<file path="src/hw/avr_ctrl_pkg.sv">
package avr_ctrl_pkg;

        typedef logic [7:0] opcode_t;           // Instruction identifier
        typedef logic [7:0] sreg_t;             // Status register
        typedef logic [2:0] alu_sel_t;          // ALU operation select

        typedef enum logic {
                PH_FIRST,
                PH_SECOND
        } phase_t;

        typedef enum logic [2:0] {
                BR_NONE,
                BR_ALWAYS,
                BR_C_SET,
                BR_C_CLR,
                BR_Z_SET,
                BR_Z_CLR
        } br_cond_t;

        localparam opcode_t OP_NOP  = 8'h00;
        localparam opcode_t OP_ADC  = 8'h01;
        localparam opcode_t OP_ADD  = 8'h02;
        localparam opcode_t OP_AND  = 8'h03;
        localparam opcode_t OP_BRCC = 8'h04;
        localparam opcode_t OP_BRCS = 8'h05;
        localparam opcode_t OP_BREQ = 8'h06;
        localparam opcode_t OP_BRNE = 8'h08;
        localparam opcode_t OP_CLI  = 8'h0A;
        localparam opcode_t OP_CP   = 8'h0C;
        localparam opcode_t OP_CPI  = 8'h0D;
        localparam opcode_t OP_DEC  = 8'h0F;
        localparam opcode_t OP_EOR  = 8'h10;
        localparam opcode_t OP_IN   = 8'h11;
        localparam opcode_t OP_INC  = 8'h12;
        localparam opcode_t OP_LDI  = 8'h20;
        localparam opcode_t OP_LSR  = 8'h24;
        localparam opcode_t OP_MOV  = 8'h25;
        localparam opcode_t OP_MUL  = 8'h26;
        localparam opcode_t OP_OR   = 8'h27;
        localparam opcode_t OP_ORI  = 8'h28;
        localparam opcode_t OP_OUT  = 8'h29;
        localparam opcode_t OP_POP  = 8'h2A;
        localparam opcode_t OP_PUSH = 8'h2B;
        localparam opcode_t OP_RJMP = 8'h2F;
        localparam opcode_t OP_ROL  = 8'h30;
        localparam opcode_t OP_ROR  = 8'h31;
        localparam opcode_t OP_SEI  = 8'h32;
        localparam opcode_t OP_SUB  = 8'h40;
        localparam opcode_t OP_SUBI = 8'h41;

        localparam alu_sel_t ALU_ADD = 3'd0;
        localparam alu_sel_t ALU_SUB = 3'd1;
        localparam alu_sel_t ALU_MUL = 3'd2;
        localparam alu_sel_t ALU_ROL = 3'd3;
        localparam alu_sel_t ALU_SHR = 3'd4;    // LSR and ROR share it
        localparam alu_sel_t ALU_AND = 3'd5;
        localparam alu_sel_t ALU_OR  = 3'd6;
        localparam alu_sel_t ALU_EOR = 3'd7;

        localparam logic [2:0] FLAG_C = 3'd0;   // Carry bit in sreg_t
        localparam logic [2:0] FLAG_Z = 3'd1;   // Zero bit in sreg_t

endpackage

</file>
<file path="src/hw/opcode_decoder.sv">
`timescale 1ns/10ps

module opcode_decoder (
        input  avr_ctrl_pkg::opcode_t   opcode,
        input  avr_ctrl_pkg::phase_t    phase,
        output logic                    pc_inc,
        output logic                    gp_reg_write,
        output avr_ctrl_pkg::alu_sel_t  alu_sel,
        output logic                    use_carry,
        output logic                    status_reg_sel,
        output logic                    io_only_flag,
        output logic                    memory_write_en,
        output avr_ctrl_pkg::br_cond_t  br_cond,
        output logic                    two_cycle
);

        import avr_ctrl_pkg::*;

        logic second;

        assign second = (phase == PH_SECOND);   // Selects the second word

        always_comb
        begin
                pc_inc          = 1'b0;
                gp_reg_write    = 1'b0;
                alu_sel         = ALU_ADD;
                use_carry       = 1'b0;
                status_reg_sel  = 1'b0;
                io_only_flag    = 1'b0;
                memory_write_en = 1'b0;
                br_cond         = BR_NONE;
                two_cycle       = 1'b0;

                case (opcode)
                OP_NOP:
                begin
                        // All-zero word from the defaults
                end
                OP_ADC:
                begin
                        pc_inc       = 1'b1;
                        gp_reg_write = 1'b1;
                        use_carry    = 1'b1;    // Add with carry in
                end
                OP_ADD, OP_INC, OP_LDI, OP_MOV:
                begin
                        pc_inc       = 1'b1;
                        gp_reg_write = 1'b1;
                end
                OP_AND:
                begin
                        pc_inc       = 1'b1;
                        gp_reg_write = 1'b1;
                        alu_sel      = ALU_AND;
                end
                OP_DEC, OP_SUB, OP_SUBI:
                begin
                        pc_inc       = 1'b1;
                        gp_reg_write = 1'b1;
                        alu_sel      = ALU_SUB;
                end
                OP_EOR:
                begin
                        pc_inc       = 1'b1;
                        gp_reg_write = 1'b1;
                        alu_sel      = ALU_EOR;
                end
                OP_LSR, OP_ROR:
                begin
                        pc_inc       = 1'b1;
                        gp_reg_write = 1'b1;
                        alu_sel      = ALU_SHR;
                end
                OP_OR, OP_ORI:
                begin
                        pc_inc       = 1'b1;
                        gp_reg_write = 1'b1;
                        alu_sel      = ALU_OR;
                end
                OP_ROL:
                begin
                        pc_inc       = 1'b1;
                        gp_reg_write = 1'b1;
                        alu_sel      = ALU_ROL;
                end
                OP_CP, OP_CPI:
                begin
                        pc_inc  = 1'b1;
                        alu_sel = ALU_SUB;      // Flags only, no writeback
                end
                OP_IN:
                begin
                        pc_inc         = 1'b1;
                        gp_reg_write   = 1'b1;
                        status_reg_sel = 1'b1;
                        io_only_flag   = 1'b1;
                end
                OP_OUT:
                begin
                        pc_inc          = 1'b1;
                        memory_write_en = 1'b1;
                end
                OP_CLI, OP_SEI:
                begin
                        pc_inc          = 1'b1;
                        status_reg_sel  = 1'b1;
                        io_only_flag    = 1'b1;
                        memory_write_en = 1'b1;
                end
                OP_BRCC:
                begin
                        two_cycle = 1'b1;
                        pc_inc    = ~second;
                        if (!second)
                                br_cond = BR_C_CLR;
                end
                OP_BRCS:
                begin
                        two_cycle = 1'b1;
                        pc_inc    = ~second;
                        if (!second)
                                br_cond = BR_C_SET;
                end
                OP_BREQ:
                begin
                        two_cycle = 1'b1;
                        pc_inc    = ~second;
                        if (!second)
                                br_cond = BR_Z_SET;
                end
                OP_BRNE:
                begin
                        two_cycle = 1'b1;
                        pc_inc    = ~second;
                        if (!second)
                                br_cond = BR_Z_CLR;
                end
                OP_RJMP:
                begin
                        two_cycle = 1'b1;
                        pc_inc    = ~second;
                        if (!second)
                                br_cond = BR_ALWAYS;
                end
                OP_MUL:
                begin
                        two_cycle    = 1'b1;
                        pc_inc       = ~second;
                        gp_reg_write = 1'b1;    // Both halves of the product
                        alu_sel      = ALU_MUL;
                end
                OP_PUSH:
                begin
                        two_cycle       = 1'b1;
                        pc_inc          = ~second;
                        memory_write_en = 1'b1;
                        if (second)
                                alu_sel = ALU_SUB;      // Stack pointer decrement
                end
                OP_POP:
                begin
                        two_cycle       = 1'b1;
                        pc_inc          = ~second;
                        memory_write_en = ~second;
                        gp_reg_write    = second;       // Load popped byte
                end
                default:
                begin
                        // Unlisted opcodes issue one NOP word
                end
                endcase
        end

endmodule

</file>
<file path="src/hw/instr_sequencer.sv">
`timescale 1ns/10ps

module instr_sequencer (
        input  logic                    clk,
        input  logic                    rst,
        input  logic                    instr_valid,
        input  avr_ctrl_pkg::opcode_t   instr_id,
        input  avr_ctrl_pkg::sreg_t     status_register,
        input  logic                    pc_inc_d,
        input  logic                    gp_reg_write_d,
        input  avr_ctrl_pkg::alu_sel_t  alu_sel_d,
        input  logic                    use_carry_d,
        input  logic                    status_reg_sel_d,
        input  logic                    io_only_flag_d,
        input  logic                    memory_write_en_d,
        input  avr_ctrl_pkg::br_cond_t  br_cond,
        input  logic                    two_cycle,
        output logic                    instr_ready,
        output avr_ctrl_pkg::opcode_t   opcode,
        output avr_ctrl_pkg::phase_t    phase,
        output logic                    pc_inc,
        output logic                    pc_overwrite,
        output logic                    gp_reg_write,
        output avr_ctrl_pkg::alu_sel_t  alu_sel,
        output logic                    use_carry,
        output logic                    status_reg_sel,
        output logic                    io_only_flag,
        output logic                    memory_write_en
);

        import avr_ctrl_pkg::*;

        phase_t  phase_q;
        opcode_t opcode_q;      // Opcode held for the second word
        logic    accept;
        logic    issue;
        logic    taken;

        assign instr_ready = (phase_q == PH_FIRST);     // Stall during second word
        assign accept      = instr_valid & instr_ready;
        assign issue       = accept | (phase_q == PH_SECOND);
        assign opcode      = (phase_q == PH_SECOND) ? opcode_q : instr_id;
        assign phase       = phase_q;

        // Flags are sampled at the accepting edge
        always_comb
        begin
                case (br_cond)
                BR_ALWAYS: taken = 1'b1;
                BR_C_SET:  taken = status_register[FLAG_C];
                BR_C_CLR:  taken = ~status_register[FLAG_C];
                BR_Z_SET:  taken = status_register[FLAG_Z];
                BR_Z_CLR:  taken = ~status_register[FLAG_Z];
                default:   taken = 1'b0;
                endcase
        end

        always_ff @(posedge clk)
        begin
                if (rst)
                        phase_q <= PH_FIRST;
                else
                begin
                        case (phase_q)
                        PH_FIRST:
                                if (accept && two_cycle)
                                        phase_q <= PH_SECOND;
                        PH_SECOND:
                                phase_q <= PH_FIRST;    // Always back after one cycle
                        endcase
                end
        end

        always_ff @(posedge clk)
        begin
                if (accept)
                        opcode_q <= instr_id;
        end

        always_ff @(posedge clk)
        begin
                if (rst || !issue)
                begin
                        pc_inc          <= 1'b0;        // Idle word
                        pc_overwrite    <= 1'b0;
                        gp_reg_write    <= 1'b0;
                        alu_sel         <= '0;
                        use_carry       <= 1'b0;
                        status_reg_sel  <= 1'b0;
                        io_only_flag    <= 1'b0;
                        memory_write_en <= 1'b0;
                end
                else
                begin
                        pc_inc          <= pc_inc_d;
                        pc_overwrite    <= accept & taken;
                        gp_reg_write    <= gp_reg_write_d;
                        alu_sel         <= alu_sel_d;
                        use_carry       <= use_carry_d;
                        status_reg_sel  <= status_reg_sel_d;
                        io_only_flag    <= io_only_flag_d;
                        memory_write_en <= memory_write_en_d;
                end
        end

endmodule

</file>
<file path="src/hw/avr_control_unit.sv">
`timescale 1ns/10ps

module avr_control_unit (
        input  logic                    clk,
        input  logic                    rst,
        input  logic                    instr_valid,
        input  avr_ctrl_pkg::opcode_t   instr_id,
        input  avr_ctrl_pkg::sreg_t     status_register,
        output logic                    instr_ready,
        output logic                    pc_inc,
        output logic                    pc_overwrite,
        output logic                    gp_reg_write,
        output avr_ctrl_pkg::alu_sel_t  alu_sel,
        output logic                    use_carry,
        output logic                    status_reg_sel,
        output logic                    io_only_flag,
        output logic                    memory_write_en
);

        import avr_ctrl_pkg::*;

        opcode_t  opcode;               // Current or held opcode
        phase_t   phase;
        logic     pc_inc_d;
        logic     gp_reg_write_d;
        alu_sel_t alu_sel_d;
        logic     use_carry_d;
        logic     status_reg_sel_d;
        logic     io_only_flag_d;
        logic     memory_write_en_d;
        br_cond_t br_cond;
        logic     two_cycle;

        opcode_decoder u_decoder (
                .opcode          (opcode),
                .phase           (phase),
                .pc_inc          (pc_inc_d),
                .gp_reg_write    (gp_reg_write_d),
                .alu_sel         (alu_sel_d),
                .use_carry       (use_carry_d),
                .status_reg_sel  (status_reg_sel_d),
                .io_only_flag    (io_only_flag_d),
                .memory_write_en (memory_write_en_d),
                .br_cond         (br_cond),
                .two_cycle       (two_cycle)
        );

        instr_sequencer u_sequencer (
                .clk               (clk),
                .rst               (rst),
                .instr_valid       (instr_valid),
                .instr_id          (instr_id),
                .status_register   (status_register),
                .pc_inc_d          (pc_inc_d),
                .gp_reg_write_d    (gp_reg_write_d),
                .alu_sel_d         (alu_sel_d),
                .use_carry_d       (use_carry_d),
                .status_reg_sel_d  (status_reg_sel_d),
                .io_only_flag_d    (io_only_flag_d),
                .memory_write_en_d (memory_write_en_d),
                .br_cond           (br_cond),
                .two_cycle         (two_cycle),
                .instr_ready       (instr_ready),
                .opcode            (opcode),
                .phase             (phase),
                .pc_inc            (pc_inc),
                .pc_overwrite      (pc_overwrite),
                .gp_reg_write      (gp_reg_write),
                .alu_sel           (alu_sel),
                .use_carry         (use_carry),
                .status_reg_sel    (status_reg_sel),
                .io_only_flag      (io_only_flag),
                .memory_write_en   (memory_write_en)
        );

endmodule

</file>
<file path="config.mk">
export PLATFORM = sky130hd
export DESIGN_NAME = avr_control_unit
export DESIGN_NICKNAME = d
export VERILOG_FILES = /design/src/hw/avr_ctrl_pkg.sv /design/src/hw/opcode_decoder.sv /design/src/hw/instr_sequencer.sv /design/src/hw/avr_control_unit.sv
export SDC_FILE = /design/constraint.sdc
export NUM_CORES = 1
export LEC_CHECK = 0
export ABC_AREA = 0
export ABC_CLOCK_PERIOD_IN_PS = 1900
export BUFFER_PORTS_ARGS = -buffer_cell sky130_fd_sc_hd__buf_2
export CORE_MARGIN = 2
export CORE_UTILIZATION = 55
export CTS_BUF_LIST = sky130_fd_sc_hd__clkbuf_2 sky130_fd_sc_hd__clkbuf_4 sky130_fd_sc_hd__clkbuf_8
export DETAILED_ROUTE_END_ITERATION = 6
export PLACE_DENSITY = 0.92
export SLEW_MARGIN = 5
export SYNTH_ARGS = -nofsm -noshare
export SYNTH_HDL_FRONTEND = slang
export SYNTH_SLANG_ARGS = --single-unit
export TNS_END_PERCENT = 50
</file>
<file path="constraint.sdc">
create_clock -name clk -period 1.9 [get_ports clk]
set_input_delay 0.19 -clock clk [delete_from_list [all_inputs] [get_ports clk]]
set_output_delay 0.19 -clock clk [all_outputs]
set_load 0.01 [all_outputs]
</file>
# --- After elaboration in Yosys (flattened, before gate mapping) ---
# Cells that the tools add are included.
totals:
  reg_bits: 18
  input_bits: 19
classes:
  n_eq_ne: 34
  muxes: 18
  bitwise: 6
  reduce_logical: 11
op_table:
  columns: ["cell", "n"]
  rows:
  - ["8-bit by 6-bit equality test with 1-bit output, second input constant", 13]
  - ["8-bit by 4-bit equality test with 1-bit output, second input constant", 5]
  - ["8-bit by 3-bit equality test with 1-bit output, second input constant", 3]
  - ["8-bit by 5-bit equality test with 1-bit output, second input constant", 3]
  - ["3-bit one-hot mux with 8 select lines", 1]
  - ["21-bit OR reduction", 1]
  - ["17-bit OR reduction", 1]
  - ["8-bit by 2-bit equality test with 1-bit output, second input constant", 2]
  - ["8-bit by 7-bit equality test with 1-bit output, second input constant", 2]
  - ["3-bit one-hot mux with 5 select lines", 1]
  - ["8-bit by 1-bit equality test with 1-bit output, second input constant", 1]
  - ["8-bit two-way mux", 1]
  - ["1-bit one-hot mux with 2 select lines", 4]
  - ["8-bit OR reduction", 1]
  - ["3-bit by 2-bit equality test with 1-bit output, second input constant", 2]
  - ["3-bit equality test, second input constant", 2]
  - ["1-bit two-way mux", 6]
  - ["3-bit two-way mux", 2]
  - ["1-bit one-hot mux with 5 select lines", 1]
  - ["5-bit OR reduction", 1]
  - ["2-bit two-way mux", 2]
  - ["2-bit OR reduction", 2]
  - ["4-bit OR reduction", 1]
  - ["3-bit by 1-bit equality test with 1-bit output, second input constant", 1]
  - ["7 further kinds", 10]

# --- Depth between registers and ports, before layout ---
# Gate-level depths: netlist (run 1).
logic_depth:
  word_depth: 7
  ltp_mapped: 9
  depth_no_buf: 6

# --- Modules after synthesis ---
# Synthesis (run 1) repeated with hierarchy kept, for this count alone.
unflattened:
  cells_unflattened: 128
  hier_area_um2: 1208.7
modules_own_cells:
  columns: ["module", "n_inst", "cells_each", "area_each_um2", "seq_area_each_um2"]
  rows:
  - ["instr_sequencer", 1, 49, 704.4, 460.4]
  - ["opcode_decoder", 1, 79, 504.2, 0.0]

# --- Least setup slack after synthesis (run 1) ---
# No wires, ideal clock.
synth_timing:
  kind: "register to register"
  startpoint: "reg u_sequencer.phase_q, in the netlist u_sequencer.phase"
  endpoint: "reg u_sequencer.pc_inc"
  setup_ns: 0.143
  t_arrival_ns: 1.625
  required_time_ns: 1.757
  path_slack_ns: 0.132
  stages_incl_launch_ff: 8
  synth_period_minus_slack_ns: 1.768
  cell_sequence: "dfxtp_1 > buf_6 > nor3b_1 > or2_4 > a222oi_1 > o311a_1 > o211a_1 > a31oi_1"
synth_via:
  elab_chain_len: 5
  word_cells_on_any_way: 38
  cone_classes: "eq/ne: 29; mux: 2; bitwise: 3; reduce/logical: 4"
synth_rtl:
  columns: ["element", "line_no", "text"]
  rows:
  - ["from (decl)", "instr_sequencer.sv:33", "phase_t phase_q;"]
  - ["from (signal assigned)", "instr_sequencer.sv:61", "phase_q <= PH_FIRST;"]
  - ["from (signal assigned)", "instr_sequencer.sv:67", "phase_q <= PH_SECOND;"]
  - ["from (signal assigned)", "instr_sequencer.sv:69", "phase_q <= PH_FIRST;"]
  - ["parallel branches: the longest is 5 deep, another holds 21-bit OR reduction", null, null]
  - ["to (signal assigned)", "instr_sequencer.sv:95", "pc_inc <= pc_inc_d;"]
  - ["to (decl)", "instr_sequencer.sv:21", "output logic pc_inc,"]
# Parallel ways; which one is timed is not known.
# A chain may end at the register's enable or synchronous reset.

# --- Final worst setup path (run 1) ---
# Same ends and word-level chain as after synthesis.

==> results of run 1 <==
## stage by stage
step | setup WS (ns) | hold WS, ns | power, mW | utilization
global placement | -0.0490 | 0.393 | 0.580 | 0.707
floorplan | 0.132 | 0.289 | 0.520 | -
CTS | 0.00898 | 0.0836 | 0.800 | 0.728
detailed placement | -0.167 | 0.395 | 0.588 | 0.707
global route | -0.125 | 0.0923 | 0.849 | 0.767
finish | 0.00579 | 0.0959 | 0.827 | 0.767
## worst reg2reg max path, stage by stage, from the launching register on
cell and delay (ns):
dfxtp_4 0.39, buf_6 0.13, or3b_4 0.40, a22oi_4 0.18
buf_6 0.13, nand2_2 0.07, o311a_1 0.38, a31oi_1 0.16
## cell families after synthesis
logic type / synth area share
XOR/XNOR: 0.00697
multiplexers: 0.0159
buffers and inverters: 0.0637
flip-flops: 0.351
AO/OA/AOI/OAI: 0.293
AND/OR/NAND/NOR: 0.270
## synthesized netlist by cell type (2+ instances only)
| master | n |
|---|---|
| nor2_1 | 13 |
| dfxtp_1 | 10 |
| inv_1 | 10 |
| nand2_1 | 10 |
| a21oi_1 | 8 |
| edfxtp_1 | 8 |
| a31oi_1 | 5 |
| nand3_1 | 5 |
| o21ai_0 | 5 |
| nand2b_1 | 4 |
| nand3b_1 | 3 |
| o21a_1 | 3 |
| a21o_1 | 2 |
| a22o_1 | 2 |
| and2_1 | 2 |
| and4b_1 | 2 |
| buf_4 | 2 |
| buf_6 | 2 |
| mux2i_1 | 2 |
| nor2b_1 | 2 |
| nor3_1 | 2 |
| nor3b_1 | 2 |
| nor4_1 | 2 |
| o311a_1 | 2 |
| o32ai_2 | 2 |
| or3b_1 | 2 |
## sequential cells by signal (all words and copies together) (netlist names)
| name | count |
|---|---|
| u_sequencer.opcode_q | 8 |
| u_sequencer.alu_sel | 3 |
| u_sequencer.gp_reg_write | 1 |
| u_sequencer.memory_write_en | 1 |
| u_sequencer.pc_inc | 1 |
| u_sequencer.pc_overwrite | 1 |
| u_sequencer.phase | 1 |
| u_sequencer.status_reg_sel | 1 |
| u_sequencer.use_carry | 1 |
## repair_timing
item	CTS	global route
pin swaps	0	10
cloned	0	0
endpoints found under the setup margin	8	8
gates resized for setup	3	14
hold endpoints to repair	0	0
setup buffers	0	5
## layer usage
| layer | track usage | part of all wire |
|---|---|---|
| met1 | 0.339 | 0.39 |
| met5 | 0 | 0 |
| met2 | 0.485 | 0.45 |
| met3 | 0.0517 | 0.10 |
| met4 | 0.105 | 0.057 |
## power groups by stage
stage / sequential [mW] / clock [mW] / combinational (mW)
2_1_floorplan: 0.434 / 0 / 0.0863
3_3_place_gp: 0.435 / 0 / 0.145
3_5_place_dp: 0.436 / 0 / 0.152
4_1_cts: 0.426 / 0.218 / 0.157
5_1_grt: 0.429 / 0.233 / 0.187
6_report: 0.426 / 0.223 / 0.177
## worst max-delay path by stage
stage,to,slack (ns),depth (start not counted)
finish,u_sequencer.pc_inc,0.006,7
global route,u_sequencer.pc_inc,-0.13,7
CTS,u_sequencer.pc_inc,0.009,6
detailed placement,u_sequencer.gp_reg_write,-0.17,8
global placement,u_sequencer.gp_reg_write,-0.05,8
floorplan,u_sequencer.pc_inc,0.13,7
## layout make-up
cell class	instances	area (um^2)
multi-input combinational	107	788
inverter	10	37.5
tap	28	35.0
clock buffer	4	30.0
sequential	18	444
fill	141	510
timing repair buffer	51	345
==> metrics.md, run 1 <==
| Metric | Value |
|---|---|
| Total count of hold-check failures in the final report | `0` |
| Core Rows | `17` |
| Maximum number of pins on one net before global-route repair | `15` |
| Post-route clock skew | `between 0.005 and 0.006 ns` |
| Maximum clock frequency | `528 MHz` |
| Crit Path Class | `reg2reg` |
| Final Routed Wirelength | `approximately 3800 um` |
| Primary FF master, synth | `dfxtp_1` |
| DRT antenna net count | `0` |
| Slew headroom | `0.534` |
| Hold Path Origin | `instr_id[6]` |
| Status | `complete, no violations` |
| Clk slew on worst S/H paths | `0.11 ns` |
| Via density | `6.46` |
| Synthesized flop and latch total | `18` |
| Seq/Total Area, Yosys | `0.351` |
| Width of the chip | `51.8 um` |
| Routed WL per cell | `17.3 um` |
| Filler-free cell count of the finished design | `218` |
| Leading area contributor after synthesis | `edfxtp_1` |
| Endpoint required time on the critical path | `2.14 ns` |
| Sequential Power Share | `0.516` |
| Via count of the routed design | `about 1,400` |
| Num ports | `30` |
| Reg-to-reg endpoint | `u_sequencer.pc_inc` |
| CTS root buf | `clkbuf_4` |
| R2r startpoint | `u_sequencer.phase` |
| Count of routing violations after the opening detailed-route iteration | `126` |
| Maximum VDD drop | `0.000513 V` |
| Ordered cell list for the critical path | `buf_6, or3b_4, a22oi_4, buf_6, nand2_2, o311a_1, a31oi_1` |
| Vias in the first global route | `1,229` |
| Fraction of registers with async set or reset after synthesis | `0` |
| Biggest area contributors in the synthesized netlist | `edfxtp_1 (19%), dfxtp_1 (16%), nor2_1 (3.9%)` |
| Worst reg2reg setup slack | `0.006 ns` |
| Slowest CP cell | `or3b_4` |
| Worst hold path stage count | `1` |
| Last weighted congestion value of the routability-driven placer | `0.980` |
| First-pass GRT wire length | `5580 um` |
| Avg Inst Size Synth | `8.97 um^2` |
| Minimum clock period | `between 1.5 and 2 ns` |
| Delay-heaviest family, CP | `compound AO/OA/AOI/OAI gates` |
| Static leakage | `roughly 0.7 nW` |
| Design area | `1680 um^2` |
| Share of layout cells above drive strength 1 | `0.363` |
| Synth warn | `0` |
| Power Internal | `0.592 mW` |
| Buffers added on ports | `23` |
| End of the worst hold path | `u_sequencer.opcode_q[6]` |
| Buffers plus inverters on the worst setup path | `2` |
| Synth-to-layout area growth | `33.8%` |
| Clock network fraction of total power | `0.270` |
| Nets | `210` |
| Total count of max-transition violations in the final report | `0` |
| Post-Syn Instances | `140` |
| Portion of synthesized cell area occupied by the leading cell type | `0.191` |
| HPWL after detailed placement | `between 2000 and 3000 um` |
| Maximum capacitance violations | `0` |
| Placed Instance Area | `1550 um^2` |
| Arrival time at the worst endpoint | `2.13 ns` |
| Sum of negative setup slack | `0 ns` |
| CTS tree | `built` |
| Summed instance area of the synthesized netlist | `1260 um^2` |
| Highest net fanout along the worst path | `8` |
| Die area | `2680 um^2` |
| Distinct cells, synth | `54` |
| Total net switching power | `0.235 mW` |
| Type of element capturing the critical path | `register` |
| Length of the first detailed-routing pass in iterations | `5` |
| EDFF count, synth | `8` |
| Clock sink count | `18` |
| CP max stage delay | `0.40 ns` |
| Core area | `2190 um^2` |
| Setup-failing EPs final | `0` |
| Maximum root-to-sink buffer count | `2` |
| Hold_buf cts | `0` |
| H-Tree Level Count | `1` |
| Power share of the combinational group | `0.214` |
| P per Cell Area | `492 nW/um^2` |
| Setup crit start kind | `register` |
| DRC viols | `0` |
| Clock latency on the worst-skew pair | `0.30 ns` |
| Cell total after placement | `around 210` |
| Leftover overflow at the end of global routing | `0` |
| Final period utilization | `0.997` |
| GRT Total Usage | `0.278` |
| Number of cells on the worst reg-to-reg path | `7` |
| Highest-count cells in the layout ignoring fill and taps | `buf_4 (25), buf_2 (23), nor2_1 (12), inv_1 (10), nand2_1 (10)` |
| Most used cell along the critical path | `buf_6` |
| Net count after synthesis | `159` |
| Worst min-delay path class | `in2reg` |
| RSZ-0062 raised after global routing | `yes` |
| Initial standard-cell utilization of the core | `0.573` |
| Actual transition at the worst max-transition pin | `0.697 ns` |
| Worst setup path startpoint | `u_sequencer.phase` |
| Number of buffers added by the clock tree synthesis step | `3` |
| Number of antenna violations at the first check in global routing | `0` |
| Commonest non-fill, non-tap cell in the layout | `buf_4` |
| Switching power share of the total | `0.284` |
| Number of inserted diodes | `0` |
| DIE HEIGHT | `between 50 and 60 um` |
Power figures use the tool's default switching activity.
==> run 2, diff against run 1 <==
--- a/config.mk
+++ b/config.mk
@@ -9,10 +9,10 @@
 export ABC_CLOCK_PERIOD_IN_PS = 1900
 export BUFFER_PORTS_ARGS = -buffer_cell sky130_fd_sc_hd__buf_2
 export CORE_MARGIN = 2
-export CORE_UTILIZATION = 55
+export CORE_UTILIZATION = 30
 export CTS_BUF_LIST = sky130_fd_sc_hd__clkbuf_2 sky130_fd_sc_hd__clkbuf_4 sky130_fd_sc_hd__clkbuf_8
 export DETAILED_ROUTE_END_ITERATION = 6
-export PLACE_DENSITY = 0.92
+export PLACE_DENSITY = 0.6
 export SLEW_MARGIN = 5
 export SYNTH_ARGS = -nofsm -noshare
 export SYNTH_HDL_FRONTEND = slang
==> run 2 against run 1 <==
Against the previous run:
- global-route usage fell by 12 points
- the run now ends with setup timing left
- via count fell by 11%
- non-clock buffer count rose by 1
- sequential power barely moved
==> metrics.md, run 2 (synthesis results as in run 1) <==
| Metric | Value |
|---|---|
| Status | `finished with violations` |
| Violations in the final reports | `setup timing` |
| HPWL after detailed placement | `2690 um (+2.9%)` |
| Ordered cell list for the critical path | `buf_12, buf_4, or3b_1, o31ai_2, a222oi_1, o311a_1, o211a_1, a31oi_1` |
| Sequential Power Share | `0.474 (-0.042)` |
| Core Util, Final | `0.429 (-0.338)` |
| Count of routing violations after the opening detailed-route iteration | `85 (-33%)` |
| Initial standard-cell utilization of the core | `0.312 (-0.262)` |
| CTS root buf | `clkbuf_8` |
| Worst setup path startpoint | `u_sequencer.phase` |
| Total count of max-transition violations in the final report | `0 (unchanged)` |
| Area occupied by registers | `444 um^2 (unchanged)` |
| Setup-failing EPs final | `1 (+1)` |
| Arrival time at the worst endpoint | `2.09 ns (-0.04 ns)` |
| Commonest non-fill, non-tap cell in the layout | `buf_4` |
| Maximum number of pins on one net before global-route repair | `26 (+11)` |
| H-Tree Level Count | `1 (unchanged)` |
| RSZ-0062 raised after global routing | `yes` |
| DRT antenna net count | `0 (unchanged)` |
| Power Internal | `0.658 mW (+11%)` |
| Clock sink count | `18 (unchanged)` |
| GRT Total Usage | `0.158 (-0.120)` |
| Worst min-delay path class | `in2reg` |
| Leftover overflow at the end of global routing | `0 (unchanged)` |
| Clock latency on the worst-skew pair | `0.26 ns (-0.04 ns)` |
| DRC viols | `0 (unchanged)` |
| Nets | `211 (+0.48%)` |
| Static leakage | `0.735 nW (+2.5%)` |
| Number of inserted diodes | `0 (unchanged)` |
| Slew headroom | `0.693 (+0.159)` |
| Setup crit start kind | `register` |
| Final Routed Wirelength | `3610 um (-4.6%)` |
| Largest reg by FF count | `u_sequencer.opcode_q` |
| CP max stage delay | `0.40 ns (about the same)` |
| Length of the first detailed-routing pass in iterations | `4 (-1)` |
| R2r startpoint | `u_sequencer.phase` |
| DP Worst Slack | `-0.0149 ns (+0.152 ns)` |
| Final period utilization | `1.00 (+0.00504)` |
| Switching power share of the total | `0.269 (-0.0152)` |
| Clk slew on worst S/H paths | `0.07 ns (-0.04 ns)` |
| Number of buffers added by the clock tree synthesis step | `3 (unchanged)` |
| Multi-input logic area | `753 um^2 (-4.4%)` |
| Maximum capacitance violations | `0 (unchanged)` |
| Routed WL per cell | `15.0 um (-14%)` |
| Total count of hold-check failures in the final report | `0 (unchanged)` |
| Minimum clock period | `1.90 ns (+0.00957 ns)` |
| Via count of the routed design | `1,256 (-11%)` |
| Top Registers | `u_sequencer.opcode_q: 8 flops, u_sequencer.alu_sel: 3 flops` |
| Total net switching power | `0.242 mW (+3.1%)` |
| Clock network fraction of total power | `0.341 (+0.071)` |
| Maximum VDD drop | `0.000240 V (-53%)` |
| Die area | `4720 um^2 (+76%)` |
| Crit Path Class | `reg2reg` |
| Via density | `5.21 (-19%)` |
| Last weighted congestion value of the routability-driven placer | `0.854 (-13%)` |
| Num ports | `30 (unchanged)` |
| Width of the chip | `68.7 um (+33%)` |
| Buffers added on ports | `23 (unchanged)` |
| Number of antenna violations at the first check in global routing | `0 (unchanged)` |
| Slowest CP cell | `or3b_1` |
| Highest-count cells in the layout ignoring fill and taps | `buf_4 (26), buf_2 (23), nor2_1 (13), inv_1 (10), nand2_1 (10)` |
| Sum of negative setup slack | `-0.00377 ns (-0.00377 ns)` |
| Type of element capturing the critical path | `register` |
| Largest register FFs | `8 (unchanged)` |
| Share of layout cells above drive strength 1 | `0.366 (+0.00333)` |
| Minimum setup slack in the final design | `-0.00377 ns (-0.00957 ns)` |
| Post-route clock skew | `0.00160 ns (-0.00348 ns)` |
| Hold Path Origin | `instr_id[6]` |
| P per Cell Area | `521 nW/um^2 (+6.0%)` |
| Placed Instance Area | `1580 um^2 (+2.3%)` |
| Endpoint required time on the critical path | `2.09 ns (-0.05 ns)` |
| Synth-to-layout area growth | `37.5%` |
| Design area | `1730 um^2 (+2.8%)` |
| First-pass GRT wire length | `5490 um (-1.5%)` |
| Highest net fanout along the worst path | `7 (-1)` |
| Actual transition at the worst max-transition pin | `0.447 ns (-0.250 ns)` |
| Core Rows | `23 (+6)` |
| Maximum clock frequency | `525 MHz (-0.50%)` |
| Power share of the combinational group | `0.186 (-0.028)` |
| CTS tree | `built` |
| Vias in the first global route | `1,144 (-6.9%)` |
| DIE HEIGHT | `68.7 um (+33%)` |
| Maximum root-to-sink buffer count | `2 (unchanged)` |
| Core area | `4030 um^2 (+84%)` |
| Fillers | `432 (+210%)` |
==> run 2: changes by cell type in the layout (fill, tap and decap cells not counted), moves of 2 or more <==
cell | before | now
buf_6 | 2 | 0
clkbuf_8 | 0 | 3
o32ai_4 | 2 | 0
o32ai_2 | 0 | 2
clkbuf_4 | 4 | 1
clkbuf_16 | 0 | 2
==> run 2: worst max-delay path: cells and delay by family, from the launching register on <==
family | cells | cell delay, ns
AND/OR/NAND/NOR | 1 | 0.40
flip-flops | 1 | 0.38
buffers and inverters | 2 | 0.27
AO/OA/AOI/OAI | 5 | 0.78
==> run 2: metal layers <==
layer	up-vias	GRT usage	wire length, um
li1	629	-	-
met1	592	0.213	1740
met2	33	0.256	1650
met3	2	0.0357	178
met4	0	0.0368	34
met5	-	0	0
==> run 2: power groups by stage <==
| stage | clock network (mW) | registers, mW | logic, mW |
|---|---|---|---|
| global placement | 0 | 0.435 | 0.157 |
| floorplan | 0 | 0.434 | 0.0863 |
| global route | 0.334 | 0.428 | 0.182 |
| finish | 0.307 | 0.426 | 0.167 |
| detailed placement | 0 | 0.436 | 0.158 |
| CTS | 0.319 | 0.427 | 0.161 |
==> run 2: through the flow <==
step	cells	hold slack, ns	power (mW)
final	241	0.142	0.900
after global routing	241	0.141	0.944
after CTS	236	0.133	0.907
after detailed placement	232	0.404	0.594
after global placement	232	0.402	0.592
after floorplan	140	0.289	0.520
==> run 2: area by class of cell <==
class                   instances  area share
multi-input cells             107       0.436
flip-flops and latches         18       0.257
repair buffers                 52       0.220
well taps                      50      0.0362
clock buffers                   4      0.0283
inverters                      10      0.0217
==> run 2: what timing repair did <==
item / CTS / global route
setup buffers: 0 / 3
cloned: 0 / 2
resized for setup: 2 / 5
endpoints found under the setup margin: 1 / 4
pin swaps: 0 / 2
hold buffers: 0 / 0
endpoints found under the hold margin: 0 / 0
==> run 2: final timing paths <==
| check | cells past startpoint | to | slack, ns |
|---|---|---|---|
| max | 8 | u_sequencer.pc_inc | -0.004 |
| min | 1 | u_sequencer.opcode_q[6] | 0.14 |
| max reg2reg | 8 | u_sequencer.pc_inc | -0.004 |
| min reg2reg | 4 | u_sequencer.alu_sel[0] | 0.86 |
